`src/design/mtap_pkg.sv`:
```
// Shared sizes, opcodes, select-mode encoding, TAP state type and control strobe struct
package mtap_pkg;

   // --------------------------------------------------
   // Network and register sizes
   // --------------------------------------------------

   // Child TAPs behind this master
   localparam int NUM_TAPS = 4;
   // Two mode bits per child
   localparam int SEL_W    = 2 * NUM_TAPS;
   localparam int IR_W     = 4;
   // Longest data register is IDCODE, SELECT must fit inside it
   localparam int DR_W     = 32;
   localparam int DR_IDX_W = $clog2(DR_W);

   // --------------------------------------------------
   // Instruction encoding
   // --------------------------------------------------

   // Fixed pattern seen on TDO during an IR scan
   localparam logic [IR_W-1:0] IR_CAPTURE    = 4'b0001;
   localparam logic [IR_W-1:0] OP_IDCODE     = 4'h1;
   localparam logic [IR_W-1:0] OP_SELECT     = 4'h2;
   localparam logic [IR_W-1:0] OP_SELECT_OVR = 4'h3;
   // Unknown opcodes fall back to this one
   localparam logic [IR_W-1:0] OP_BYPASS     = 4'hF;

   // Bit 0 must be set per 1149.1
   localparam logic [DR_W-1:0] MTAP_IDCODE = 32'h1A5E_0013;

   // --------------------------------------------------
   // Per-child select modes, {high, low}
   // --------------------------------------------------
   localparam logic [1:0] MODE_ISOLATED  = 2'b00;
   localparam logic [1:0] MODE_NORMAL    = 2'b01;
   // TDO only while an IR scan is in progress
   localparam logic [1:0] MODE_EXCLUDED  = 2'b10;
   localparam logic [1:0] MODE_DECOUPLED = 2'b11;

   // Standard 1149.1 state encoding
   typedef enum logic [3:0] {
      ST_EXIT2_DR  = 4'h0,
      ST_EXIT1_DR  = 4'h1,
      ST_SHIFT_DR  = 4'h2,
      ST_PAUSE_DR  = 4'h3,
      ST_SEL_IR    = 4'h4,
      ST_UPDATE_DR = 4'h5,
      ST_CAPT_DR   = 4'h6,
      ST_SEL_DR    = 4'h7,
      ST_EXIT2_IR  = 4'h8,
      ST_EXIT1_IR  = 4'h9,
      ST_SHIFT_IR  = 4'hA,
      ST_PAUSE_IR  = 4'hB,
      ST_RTI       = 4'hC,
      ST_UPDATE_IR = 4'hD,
      ST_CAPT_IR   = 4'hE,
      ST_TLR       = 4'hF
   } tap_state_e;

   // One-cycle strobes decoded from the controller state
   typedef struct packed {
      logic capture_ir;
      logic shift_ir;
      logic update_ir;
      logic capture_dr;
      logic shift_dr;
      logic update_dr;
      logic test_logic_reset;
      // Either shift column, qualifies TDO
      logic shift_any;
   } tap_ctrl_s;

endpackage

```
`src/design/mtap_dr.sv`:
```
// Data register shifter, BYPASS/IDCODE/SELECT/SELECT_OVR registers and falling-edge TDO
module mtap_dr
   import mtap_pkg::*;
   (
   input  logic             tck,
   input  logic             rst_n,
   input  logic             tdi,
   input  tap_ctrl_s        ctrl,
   input  logic [IR_W-1:0]  ir_out,
   input  logic             ir_tdo,
   output logic [SEL_W-1:0] select,
   output logic [SEL_W-1:0] select_ovr,
   output logic             tdo,
   output logic             tdo_en
   );

   // Instruction decode
   logic sel_idcode;
   logic sel_select;
   logic sel_ovr;

   // Shared DR shifter, only the low bits are live for short registers
   logic [DR_W-1:0]     dr_shift;
   logic [DR_W-1:0]     dr_capture;
   logic [DR_W-1:0]     dr_shifted;
   logic [DR_IDX_W-1:0] dr_msb;

   // --------------------------------------------------
   // Register select from the current instruction
   // --------------------------------------------------
   assign sel_idcode = (ir_out == OP_IDCODE);
   assign sel_select = (ir_out == OP_SELECT);
   assign sel_ovr    = (ir_out == OP_SELECT_OVR);

   // Capture value and length of the selected register
   // Anything else behaves as the 1-bit BYPASS
   always_comb
   begin
      dr_capture = '0;
      dr_msb     = '0;
      if (sel_idcode)
      begin
         dr_capture = MTAP_IDCODE;
         dr_msb     = DR_IDX_W'(DR_W - 1);
      end
      else if (sel_select)
      begin
         dr_capture[SEL_W-1:0] = select;
         dr_msb                = DR_IDX_W'(SEL_W - 1);
      end
      else if (sel_ovr)
      begin
         dr_capture[SEL_W-1:0] = select_ovr;
         dr_msb                = DR_IDX_W'(SEL_W - 1);
      end
   end

   // Shift right, TDI enters at the top of the selected length
   always_comb
   begin
      dr_shifted         = {1'b0, dr_shift[DR_W-1:1]};
      dr_shifted[dr_msb] = tdi;
   end

   always_ff @(posedge tck)
   begin
      if (ctrl.capture_dr)
      begin
         dr_shift <= dr_capture;
      end
      else if (ctrl.shift_dr)
      begin
         dr_shift <= dr_shifted;
      end
   end

   // --------------------------------------------------
   // SELECT and SELECT_OVR update registers
   // --------------------------------------------------

   // Cleared by TLR, so every child comes back isolated
   always_ff @(posedge tck or negedge rst_n)
   begin
      if (!rst_n)
      begin
         select     <= '0;
         select_ovr <= '0;
      end
      else if (ctrl.test_logic_reset)
      begin
         select     <= '0;
         select_ovr <= '0;
      end
      else if (ctrl.update_dr)
      begin
         if (sel_select)
         begin
            select <= dr_shift[SEL_W-1:0];
         end
         if (sel_ovr)
         begin
            select_ovr <= dr_shift[SEL_W-1:0];
         end
      end
   end

   // --------------------------------------------------
   // TDO, launched on the falling edge
   // --------------------------------------------------
   always_ff @(negedge tck or negedge rst_n)
   begin
      if (!rst_n)
      begin
         tdo    <= 1'b0;
         tdo_en <= 1'b0;
      end
      else
      begin
         tdo_en <= ctrl.shift_any;
         // Hold last bit outside shift states
         if (ctrl.shift_ir)
         begin
            tdo <= ir_tdo;
         end
         else if (ctrl.shift_dr)
         begin
            tdo <= dr_shift[0];
         end
      end
   end

   // Output enable set half a cycle earlier must still match the state
   a_tdo_en_shift: assert property (@(posedge tck) disable iff (!rst_n)
      tdo_en |-> ctrl.shift_any);

endmodule

```
`src/design/mtap_fsm.sv`:
```
// TAP controller state machine, control strobe decode and falling-edge IR-column flag
module mtap_fsm
   import mtap_pkg::*;
   (
   input  logic      tck,
   input  logic      rst_n,
   input  logic      tms,
   output tap_ctrl_s ctrl,
   output logic      selectwir_neg
   );

   tap_state_e state;
   tap_state_e state_nxt;
   logic       in_ir_column;

   // --------------------------------------------------
   // State register and TMS-driven transitions
   // --------------------------------------------------
   always_ff @(posedge tck or negedge rst_n)
   begin
      if (!rst_n)
      begin
         state <= ST_TLR;
      end
      else
      begin
         state <= state_nxt;
      end
   end

   always_comb
   begin
      unique case (state)
         ST_TLR       : state_nxt = tms ? ST_TLR       : ST_RTI;
         ST_RTI       : state_nxt = tms ? ST_SEL_DR    : ST_RTI;
         // DR column
         ST_SEL_DR    : state_nxt = tms ? ST_SEL_IR    : ST_CAPT_DR;
         ST_CAPT_DR   : state_nxt = tms ? ST_EXIT1_DR  : ST_SHIFT_DR;
         ST_SHIFT_DR  : state_nxt = tms ? ST_EXIT1_DR  : ST_SHIFT_DR;
         ST_EXIT1_DR  : state_nxt = tms ? ST_UPDATE_DR : ST_PAUSE_DR;
         ST_PAUSE_DR  : state_nxt = tms ? ST_EXIT2_DR  : ST_PAUSE_DR;
         ST_EXIT2_DR  : state_nxt = tms ? ST_UPDATE_DR : ST_SHIFT_DR;
         ST_UPDATE_DR : state_nxt = tms ? ST_SEL_DR    : ST_RTI;
         // IR column
         ST_SEL_IR    : state_nxt = tms ? ST_TLR       : ST_CAPT_IR;
         ST_CAPT_IR   : state_nxt = tms ? ST_EXIT1_IR  : ST_SHIFT_IR;
         ST_SHIFT_IR  : state_nxt = tms ? ST_EXIT1_IR  : ST_SHIFT_IR;
         ST_EXIT1_IR  : state_nxt = tms ? ST_UPDATE_IR : ST_PAUSE_IR;
         ST_PAUSE_IR  : state_nxt = tms ? ST_EXIT2_IR  : ST_PAUSE_IR;
         ST_EXIT2_IR  : state_nxt = tms ? ST_UPDATE_IR : ST_SHIFT_IR;
         ST_UPDATE_IR : state_nxt = tms ? ST_SEL_DR    : ST_RTI;
         default      : state_nxt = ST_TLR;
      endcase
   end

   // --------------------------------------------------
   // Strobes, all straight from the current state
   // --------------------------------------------------
   assign ctrl.capture_ir       = (state == ST_CAPT_IR);
   assign ctrl.shift_ir         = (state == ST_SHIFT_IR);
   assign ctrl.update_ir        = (state == ST_UPDATE_IR);
   assign ctrl.capture_dr       = (state == ST_CAPT_DR);
   assign ctrl.shift_dr         = (state == ST_SHIFT_DR);
   assign ctrl.update_dr        = (state == ST_UPDATE_DR);
   assign ctrl.test_logic_reset = (state == ST_TLR);
   assign ctrl.shift_any        = ctrl.shift_ir | ctrl.shift_dr;

   // Select-IR-Scan through Update-IR
   assign in_ir_column = (state == ST_SEL_IR)   || (state == ST_CAPT_IR)  ||
                         (state == ST_SHIFT_IR) || (state == ST_EXIT1_IR) ||
                         (state == ST_PAUSE_IR) || (state == ST_EXIT2_IR) ||
                         (state == ST_UPDATE_IR);

   // Sampled mid-cycle so the network sees a glitch-free flag
   // that drops one half cycle after Update-IR is left
   always_ff @(negedge tck or negedge rst_n)
   begin
      if (!rst_n)
      begin
         selectwir_neg <= 1'b0;
      end
      else
      begin
         selectwir_neg <= in_ir_column;
      end
   end

   // --------------------------------------------------
   // Checks
   // --------------------------------------------------
   a_one_shift: assert property (@(posedge tck) disable iff (!rst_n)
      $onehot0({ctrl.shift_ir, ctrl.shift_dr}));

endmodule

```
`src/design/mtap_ir.sv`:
```
// Instruction shift register and instruction update register
module mtap_ir
   import mtap_pkg::*;
   (
   input  logic            tck,
   input  logic            rst_n,
   input  logic            tdi,
   input  tap_ctrl_s       ctrl,
   output logic [IR_W-1:0] ir_out,
   output logic            ir_tdo
   );

   // Serial stage, TDI enters at the MSB
   logic [IR_W-1:0] ir_shift;

   // --------------------------------------------------
   // Shift register
   // --------------------------------------------------
   always_ff @(posedge tck or negedge rst_n)
   begin
      if (!rst_n)
      begin
         ir_shift <= IR_CAPTURE;
      end
      else if (ctrl.capture_ir)
      begin
         ir_shift <= IR_CAPTURE;
      end
      else if (ctrl.shift_ir)
      begin
         ir_shift <= {tdi, ir_shift[IR_W-1:1]};
      end
   end

   // LSB leaves first
   assign ir_tdo = ir_shift[0];

   // --------------------------------------------------
   // Update register
   // --------------------------------------------------

   // TLR falls back to IDCODE just like rst_n
   always_ff @(posedge tck or negedge rst_n)
   begin
      if (!rst_n)
      begin
         ir_out <= OP_IDCODE;
      end
      else if (ctrl.test_logic_reset)
      begin
         ir_out <= OP_IDCODE;
      end
      else if (ctrl.update_ir)
      begin
         ir_out <= ir_shift;
      end
   end

   a_idcode_after_tlr: assert property (@(posedge tck) disable iff (!rst_n)
      ctrl.test_logic_reset |=> (ir_out == OP_IDCODE));

endmodule

```
`src/design/mtap_tapnw.sv`:
```
// Per-child enable-TAP and enable-TDO generation from the select and override words
module mtap_tapnw
   import mtap_pkg::*;
   (
   input  logic [SEL_W-1:0]    select,
   input  logic [SEL_W-1:0]    select_ovr,
   input  logic                selectwir_neg,
   output logic [NUM_TAPS-1:0] enabletap,
   output logic [NUM_TAPS-1:0] enabletdo
   );

   // Override can only add mode bits to the written word
   logic [SEL_W-1:0] mode_bits;

   assign mode_bits = select | select_ovr;

   always_comb
   begin
      for (int i = 0; i < NUM_TAPS; i++)
      begin
         // Every mode except isolated has a bit set
         enabletap[i] = mode_bits[2*i] | mode_bits[2*i+1];
         // Low bit alone is normal, high bit alone is excluded
         enabletdo[i] = (mode_bits[2*i] & ~mode_bits[2*i+1]) |
                        (~mode_bits[2*i] & mode_bits[2*i+1] & selectwir_neg);
      end
   end

endmodule

```
`src/design/mtap_top.sv`:
```
// Top level connecting TAP controller, IR, data registers and network control
module mtap_top
   import mtap_pkg::*;
   (
   input  logic                tck,
   input  logic                rst_n,
   input  logic                tms,
   input  logic                tdi,
   output logic                tdo,
   output logic                tdo_en,
   output logic [NUM_TAPS-1:0] enabletap,
   output logic [NUM_TAPS-1:0] enabletdo
   );

   // Controller strobes and IR-column flag
   tap_ctrl_s        ctrl;
   logic             selectwir_neg;
   // Current instruction and IR serial output
   logic [IR_W-1:0]  ir_out;
   logic             ir_tdo;
   // Written select words
   logic [SEL_W-1:0] select;
   logic [SEL_W-1:0] select_ovr;

   mtap_fsm mtap_fsm_i (
      .tck           (tck),
      .rst_n         (rst_n),
      .tms           (tms),
      .ctrl          (ctrl),
      .selectwir_neg (selectwir_neg)
   );

   mtap_ir mtap_ir_i (
      .tck    (tck),
      .rst_n  (rst_n),
      .tdi    (tdi),
      .ctrl   (ctrl),
      .ir_out (ir_out),
      .ir_tdo (ir_tdo)
   );

   mtap_dr mtap_dr_i (
      .tck        (tck),
      .rst_n      (rst_n),
      .tdi        (tdi),
      .ctrl       (ctrl),
      .ir_out     (ir_out),
      .ir_tdo     (ir_tdo),
      .select     (select),
      .select_ovr (select_ovr),
      .tdo        (tdo),
      .tdo_en     (tdo_en)
   );

   mtap_tapnw mtap_tapnw_i (
      .select        (select),
      .select_ovr    (select_ovr),
      .selectwir_neg (selectwir_neg),
      .enabletap     (enabletap),
      .enabletdo     (enabletdo)
   );

endmodule

```
`config.mk`:
```
export PLATFORM = sky130hd
export DESIGN_NAME = mtap_top
export DESIGN_NICKNAME = d
export VERILOG_FILES = /design/src/design/mtap_pkg.sv /design/src/design/mtap_dr.sv /design/src/design/mtap_fsm.sv /design/src/design/mtap_ir.sv /design/src/design/mtap_tapnw.sv /design/src/design/mtap_top.sv
export SDC_FILE = /design/constraint.sdc
export NUM_CORES = 1
export LEC_CHECK = 0
export BUFFER_PORTS_ARGS = -buffer_cell sky130_fd_sc_hd__buf_2
export CAP_MARGIN = 10
export CORE_MARGIN = 4
export CORE_UTILIZATION = 50
export DETAILED_ROUTE_END_ITERATION = 8
export GPL_ROUTABILITY_DRIVEN = 0
export PLACE_DENSITY = 0.73
export SLEW_MARGIN = 15
export SYNTH_ARGS = -nofsm -noshare
export SYNTH_HDL_FRONTEND = slang
export SYNTH_SLANG_ARGS = --single-unit
export TNS_END_PERCENT = 50
```
`constraint.sdc`:
```
create_clock -name tck -period 2.5 [get_ports tck]
set_clock_uncertainty 0.2 [all_clocks]
set_input_delay 0.125 -clock tck [delete_from_list [all_inputs] [get_ports tck]]
set_output_delay 0.125 -clock tck [all_outputs]
set_load 0.02 [all_outputs]
```
==> out/qor.csv, run 1 <==
metric,value,unit
first_iter_violations,194,
final_common_cell,nand2_1,
netlist_area,2940,um^2
whs,0.242,ns
irDropWorstVdd,0.854,mV
seq_area_frac_synth,0.594,
synth_area_per_cell,10.7,um^2
cpMaxStageDelayCell,dfrtn_1,
slew_headroom,0.729,
firstDrtPassIters,4,
regToRegSetupSlack,-0.07,ns
worstMarginPinSlew,0.407,ns
rsz0062_at_grt,yes,
multi_input_area,1130,um^2
synth-main-ff-cell,edfxtp_1,
r2r_end,mtap_fsm_i.selectwir_neg$_DFF_NN0_,
cp.arrival,2.50,ns
power.leakage,1.48,nW
grt_pass1_vias,2102,
final.setup.tns,-1.29,ns
power_frac_comb,0.302,
rows,27,
cp_cell_sequence,nand3b_1 -> o31ai_1 -> buf_2,
core_area,5610,um^2
htreeDepth,3,
netSwitchingFraction,0.334,
p_seq_frac,0.442,
hold_path_class,input pin to async pin,
rr_startpoint,mtap_fsm_i.state[1]$_DFF_PN1_,
max_stage_delay,0.54,ns
power_density,1090,nW/um^2
die_w,84.7,um
grt_max_degree,33,
power.switching,1.24,mW
io_pins,14,
layout_common_cells,"56 x nand2_1, 32 x edfxtp_1, 23 x o21ai_0",
syn_to_final_growth,16.3,%
endpoint_kind,output port,
ant_nets,0,
pwr-share-clk,0.256,
cts.sinks,63,
r2r_cells,3,
dieArea,7170,um^2
path_class,register to output port,
drcViolationCount,0,
die_h,84.7,um
postCtsSetupRepairBufs,0,
startpoint_type,register,
numCtsBuffers,9,
cts_root_buf,clkbuf_8,
vias,2154,
fin_util,0.609,
ys_ff_latch,63,
nFillCells,468,
postPlaceCellArea,3150,um^2
worstSkewPairLatency,0.33,ns
seq_area,1740,um^2
synth.lib_cells_used.distinct,44,
worstSetupEndpoint,enabletdo[3],
fin_nets,304,
critPathRequiredTime,2.17,ns
io_buffer_count,13,
failed_checks,negative setup slack,
crit_start,mtap_fsm_i.selectwir_neg$_DFF_NN0_,
vias_per_cell,5.71,
cp_max_fo,4,
outcome,"finished, violations left",
grt_pass1_wl,10500,um
cts_tree,done,
ys.warnings.count,0,
clock_path_buffers,2,
grt.total_usage,0.186,
worst_slack,-0.326,ns
intPower,2.47,mW
initial_core_util,0.524,
drv_cap,0,
routed_wl,5950,um
synth-edff-count,32,
setup_violations,6,
antennaDiodeCount,0,
grt.overflow.total,0,
antenna_found_initial,0,
clk_pin_slew,0.07,ns
design_area,3420,um^2
hold_viol,0,
place_hpwl,3880,um
synth_fp_nets,278,
post_route_cells_drive_above_1_share,0.213,
total_power,3.71,mW
drv_slew,0,
synthArstFlopShare,0.492,
wire_per_inst,15.8,um
syn-instance-count,274,
-- worst max-delay path: cells and delay by family (launching register included) --
family          cells  cell delay [ns]
flops               1             0.54
buf+inv             1             0.20
compound gates      1             0.07
simple gates        1             0.12
-- logic make-up (layout without fill, tap and decap cells) --
logic type,Yosys count,in the layout,synth area share
buffers and inverters,21,52,0.0290
and+or+nand+nor,125,125,0.222
AOI/OAI and AO/OA,55,55,0.119
DFF,63,63,0.594
muxes,10,10,0.0362
-- state kept, by name, summed over array words and instances, names as in the netlist --
name                      flops
mtap_ir_i.ir_shift            4
mtap_dr_i.select_ovr          8
mtap_fsm_i.state              4
mtap_dr_i.tdo                 1
mtap_fsm_i.selectwir_neg      1
mtap_dr_i.tdo_en              1
mtap_dr_i.select              8
mtap_dr_i.dr_shift           32
mtap_ir_i.ir_out              4
-- worst min path at each step --
stage | end | slack [ns] | cells after the start
CTS | mtap_dr_i.select[3]$_DFFE_PN0P_ | 0.25 | 3
global placement | mtap_dr_i.select_ovr[5]$_DFFE_PN0P_ | 0.08 | 2
detailed placement | mtap_dr_i.select[5]$_DFFE_PN0P_ | 0.08 | 2
global route | mtap_dr_i.select[6]$_DFFE_PN0P_ | 0.30 | 3
finish | mtap_dr_i.select[3]$_DFFE_PN0P_ | 0.24 | 3
floorplan | mtap_dr_i.select[0]$_DFFE_PN0P_ | -0.37 | 0
-- routing by layer --
metal | track usage | wire length, um | vias to the layer above
li1 | - | - | 1025
met1 | 0.266 | 2820 | 1058
met2 | 0.271 | 2750 | 56
met3 | 0.0363 | 227 | 15
met4 | 0.0906 | 148 | 0
met5 | 0 | 0 | -
-- cells in the mapped netlist (all sizes together) (2+ instances only) --
library cell / instances / area share
a21o: 2 / 0.0051
a21oi: 4 / 0.0068
a31o: 6 / 0.018
a31oi: 2 / 0.0043
and2: 16 / 0.034
and3: 7 / 0.015
buf: 5 / 0.0085
clkbuf: 12 / 0.015
dfrtn: 3 / 0.026
dfrtp: 22 / 0.19
dfstp: 6 / 0.054
edfxtp: 32 / 0.33
inv: 4 / 0.0051
mux2: 2 / 0.0089
mux2i: 8 / 0.027
nand2: 56 / 0.072
nand2b: 6 / 0.013
nand3: 7 / 0.012
nand3b: 4 / 0.010
nor2: 16 / 0.020
nor4b: 3 / 0.016
o211ai: 2 / 0.0051
o21ai: 27 / 0.046
o31ai: 5 / 0.013
o41ai: 2 / 0.0060
-- power groups by stage --
| stage | clock network (mW) | logic (mW) | registers, mW |
|---|---|---|---|
| 2_1_floorplan | 0 | 0.847 | 1.54 |
| 3_3_place_gp | 0 | 1.05 | 1.63 |
| 3_5_place_dp | 0 | 1.08 | 1.64 |
| 4_1_cts | 0.969 | 1.12 | 1.63 |
| 5_1_grt | 1.03 | 1.27 | 1.67 |
| 6_report | 0.952 | 1.12 | 1.64 |
-- per-stage QoR --
step | worst slack [ns] | instances
after floorplan | -0.227 | 274
after global placement | 0.00145 | 358
after detailed placement | -0.0544 | 358
after CTS | -0.301 | 377
after global routing | -0.359 | 377
final | -0.326 | 377
-- layout make-up --
cell class,count,share of cell area
multi-input combinational,190,0.331
sequential,63,0.510
inverter,4,0.00439
timing repair buffer,32,0.0659
clock inverter,6,0.0249
tap,72,0.0264
clock buffer,10,0.0373
-- what timing repair did --
| action | in CTS | in global routing |
|---|---|---|
| hold buffers | 3 | 0 |
| setup endpoints to repair | 6 | 7 |
| gates resized for setup | 7 | 2 |
| pin swaps | 2 | 0 |
| hold endpoints to repair | 28 | 0 |
Note: power is estimated with default switching activity, not from simulation.
==> run 2, diff against run 1 <==
CTS_CLUSTER_DIAMETER = 80   (was default)
RECOVER_POWER = 25   (was default)
SLEW_MARGIN = 5   (was 15)
==> out/qor.csv, run 2 (synthesis gave the netlist of run 1 again) <==
metric,value,unit
wire_per_inst,15.8,um
fin_nets,304,
core_area,5610,um^2
power.leakage,1.46,nW
post-place-ws,-0.0544,ns
die_h,84.7,um
initial_core_util,0.524,
numCtsBuffers,9,
place_hpwl,3880,um
rsz0062_at_grt,yes,
vias_per_cell,5.63,
design_area,3410,um^2
clock_path_buffers,2,
routed_wl,5940,um
slew_headroom,-0.0203,
antenna_found_initial,0,
rows,27,
layout_common_cells,"56 x nand2_1, 32 x edfxtp_1, 23 x o21ai_0",
antennaDiodeCount,0,
htreeDepth,3,
io_pins,14,
drcViolationCount,0,
final_common_cell,nand2_1,
clk_pin_slew,0.05,ns
first_iter_violations,176,
syn_to_final_growth,16.0,%
grt.overflow.total,0,
hold_viol,0,
cp_max_fo,4,
drv_slew,29,
top_register,mtap_dr_i.dr_shift,
io_buffer_count,13,
startpoint_type,register,
hold_path_class,register to register,
rr_startpoint,mtap_fsm_i.state[1]$_DFF_PN1_,
firstDrtPassIters,4,
top_regs,"mtap_dr_i.dr_shift (32), mtap_dr_i.select (8), mtap_dr_i.select_ovr (8)",
cts_tree,done,
drv_cap,1,
cts_root_buf,clkbuf_8,
worstHoldStart,mtap_dr_i.tdo$_DFFE_NN0P_,
multi_input_area,1130,um^2
power_density,1090,nW/um^2
seq_area,1740,um^2
nFillCells,473,
setup_violations,6,
crit_start,mtap_fsm_i.selectwir_neg$_DFF_NN0_,
vias,2123,
grt.total_usage,0.186,
critPathRequiredTime,2.17,ns
failed_checks,"max-capacitance violations, max-slew violations, negative setup slack",
whs,0.281,ns
worstSkewPairLatency,0.33,ns
dieArea,7170,um^2
path_class,register to output port,
grt_pass1_vias,2102,
worst_slack,-0.326,ns
worstMarginPinSlew,1.53,ns
die_w,84.7,um
outcome,"finished, violations left",
grt_max_degree,33,
cp.arrival,2.50,ns
final.setup.tns,-1.30,ns
irDropWorstVdd,0.847,mV
endpoint_kind,output port,
postCtsSetupRepairBufs,0,
ant_nets,0,
grt_pass1_wl,10500,um
postPlaceCellArea,3150,um^2
post_route_cells_drive_above_1_share,0.197,
cts.sinks,63,
largest_register_ffs,32,
run 2: cell count changes in the layout (fill, tap and decap cells not counted):
cell,before,now
buf_2,9,7
buf_4,20,18
clkbuf_1,1,5
dfstp_1,0,1
dfstp_2,6,5
run 2: final timing paths:
kind | depth (start not counted) | to | slack, ns
max | 3 | enabletdo[3] | -0.33
min | 2 | mtap_dr_i.tdo$_DFFE_NN0P_ | 0.28
min reg2reg | 2 | mtap_dr_i.tdo$_DFFE_NN0P_ | 0.28
max reg2reg | 3 | mtap_fsm_i.selectwir_neg$_DFF_NN0_ | -0.07
max in group asynchronous | 3 | mtap_ir_i.ir_shift[2]$_DFFE_PN0N_ | 0.40
min in group asynchronous | 3 | mtap_dr_i.select[3]$_DFFE_PN0P_ | 0.81
run 2: final cells by class:
class	instances	area share
tap	72	0.0264
timing repair buffer	32	0.0632
sequential	63	0.512
inverter	4	0.00441
clock buffer	10	0.0375
clock inverter	6	0.0250
multi-input combinational	190	0.332
run 2: worst max-delay path, cell delays in order, from the launching register on:
cell      delay (ns)
dfrtn_1         0.54
nand3b_1        0.12
o31ai_1         0.07
buf_2           0.20
run 2: metrics by stage:
| stage | utilization | power, mW | std cells |
|---|---|---|---|
| detailed placement | 0.562 | 2.72 | 358 |
| global placement | 0.562 | 2.68 | 358 |
| finish | 0.608 | 3.70 | 377 |
| global route | 0.608 | 3.97 | 377 |
| floorplan | - | 2.39 | 274 |
| CTS | 0.608 | 3.71 | 377 |
run 2: layer usage:
metal  up-vias  wire [um]  global-route usage
met3        13        267              0.0363
met4         0        141              0.0906
met1      1038       2820               0.266
li1       1025          -                   -
met2        47       2720               0.271
met5         -          0                   0
run 2: power by group:
part           switching (mW)  internal, mW
sequential              0.229          1.41
clock                   0.395         0.558
combinational           0.615         0.498
total                    1.24          2.47
run 2: what timing repair did:
action,CTS,global route
gates resized for setup,7,2
setup endpoints to repair,6,7
hold endpoints to repair,28,0
pin swaps,2,0
hold buffers,3,0
==> run 3, diff against run 2 <==
TNS_END_PERCENT = default   (was 50)
==> out/qor.csv, run 3 (synthesis gave the netlist of run 1 again) <==
metric,value,unit
total_power,3.55,mW
irDropWorstVdd,0.806,mV
antenna_found_initial,0,
dieArea,7170,um^2
grt.total_usage,0.186,
htreeDepth,3,
syn_to_final_growth,15.1,%
firstDrtPassIters,4,
rsz0062_at_grt,yes,
drcViolationCount,0,
worstSkewPairLatency,0.33,ns
worst_slack,-0.244,ns
first_iter_violations,113,
vias_per_cell,5.62,
cts_tree,done,
drv_cap,0,
slew_headroom,0.122,
endpoint_kind,output port,
fin_nets,308,
ant_nets,0,
grt_max_degree,33,
critPathRequiredTime,2.17,ns
grt.overflow.total,0,
hold_viol,0,
routed_wl,6090,um
path_class,register to output port,
vias,2140,
wire_per_inst,16.0,um
worstMarginPinSlew,1.32,ns
startpoint_type,register,
setup_violations,6,
power_density,1050,nW/um^2
io_buffer_count,13,
postPlaceCellArea,3140,um^2
io_pins,14,
grt_pass1_wl,10500,um
top_register,mtap_dr_i.dr_shift,
failed_checks,negative setup slack,
die_w,84.7,um
clock_path_buffers,2,
hold_path_class,register to register,
final_common_cell,nand2_1,
cp_max_fo,4,
outcome,"finished, violations left",
initial_core_util,0.524,
rows,27,
grt_pass1_vias,2136,
cp_cell_sequence,nand3b_1 -> o31ai_1 -> buf_2,
cpMaxStageDelayCell,dfrtn_1,
design_area,3380,um^2
top_regs,"mtap_dr_i.dr_shift (32), mtap_dr_i.select (8), mtap_dr_i.select_ovr (8)",
place_hpwl,3880,um
antennaDiodeCount,0,
numCtsBuffers,9,
max_stage_delay,0.49,ns
cts_root_buf,clkbuf_8,
die_h,84.7,um
core_area,5610,um^2
clk_pin_slew,0.06,ns
cts.sinks,63,
layout_common_cells,"56 x nand2_1, 32 x edfxtp_1, 22 x dfrtp_1",
drv_slew,0,
power.leakage,1.45,nW
final.setup.tns,-0.973,ns
post_route_cells_drive_above_1_share,0.197,
cp.arrival,2.42,ns
largest_register_ffs,32,
run 3: changes by cell type in the layout (fill, tap and decap cells not counted), sizes merged:
| cell | before | now |
|---|---|---|
| clkbuf | 14 | 19 |
| buf | 25 | 27 |
| bufinv | 2 | 0 |
| clkinv | 3 | 2 |
| clkinvlp | 1 | 0 |
| dlygate4sd3 | 3 | 4 |
run 3: power breakdown:
group	internal (mW)	switching [mW]	total, mW
Clock	0.359	0.366	0.724
Combinational	0.539	0.657	1.20
Sequential	1.41	0.220	1.63
Total	2.31	1.24	3.55
run 3: path summary, 6_finish.rpt:
path                                                         start  cells past startpoint                                  to  slack, ns
worst max-delay path            mtap_fsm_i.selectwir_neg$_DFF_NN0_                      3                        enabletdo[3]      -0.24
worst min-delay path             mtap_ir_i.ir_shift[0]$_DFFE_PN1N_                      2   mtap_ir_i.ir_shift[0]$_DFFE_PN1N_       0.30
worst max register to register       mtap_fsm_i.state[2]$_DFF_PN1_                      2  mtap_fsm_i.selectwir_neg$_DFF_NN0_      -0.03
worst min register to register   mtap_ir_i.ir_shift[0]$_DFFE_PN1N_                      2   mtap_ir_i.ir_shift[0]$_DFFE_PN1N_       0.30
max in group asynchronous                                    rst_n                      3   mtap_ir_i.ir_shift[1]$_DFFE_PN0N_       0.41
min in group asynchronous                                    rst_n                      2       mtap_fsm_i.state[1]$_DFF_PN1_       0.44
run 3: timing repair:
| action | 4_1_cts | 5_1_grt |
|---|---|---|
| buffers inserted | 2 | 2 |
| hold buffers | 4 | 0 |
| pin swaps | 1 | 4 |
| endpoints found under the hold margin | 31 | 0 |
| setup endpoints to repair | 6 | 7 |
| gates resized for setup | 6 | 3 |
run 3: layout make-up:
type | instances | area, um^2
Clock buffer | 14 | 143
Clock inverter | 2 | 10.0
Fill cell | 495 | 2230
Inverter | 4 | 15.0
Multi-Input combinational cell | 190 | 1130
Sequential cell | 63 | 1740
Tap cell | 72 | 90.1
Timing Repair Buffer | 36 | 246
run 3: metrics by stage:
step                      hold WS (ns)   util  instances  worst slack, ns
final                            0.302  0.603        381           -0.244
after CTS                        0.227  0.601        379           -0.250
after global routing             0.337  0.603        381           -0.314
after floorplan                 -0.371      -        274           -0.227
after global placement          -0.196  0.560        357          0.00219
after detailed placement        -0.191  0.560        357          -0.0377
run 3: layer usage:
| layer | track usage | up-vias | wire (um) |
|---|---|---|---|
| met5 | 0 | - | 0 |
| met1 | 0.261 | 1041 | 2850 |
| met3 | 0.0412 | 8 | 349 |
| li1 | - | 1038 | - |
| met2 | 0.280 | 53 | 2820 |
| met4 | 0.0791 | 0 | 76 |
run 3: worst max-delay path, delay by kind of cell, from the launching register on:
| family | cells | cell delay, ns |
|---|---|---|
| compound gates | 1 | 0.06 |
| buf+inv | 1 | 0.20 |
| flops | 1 | 0.49 |
| simple gates | 1 | 0.10 |
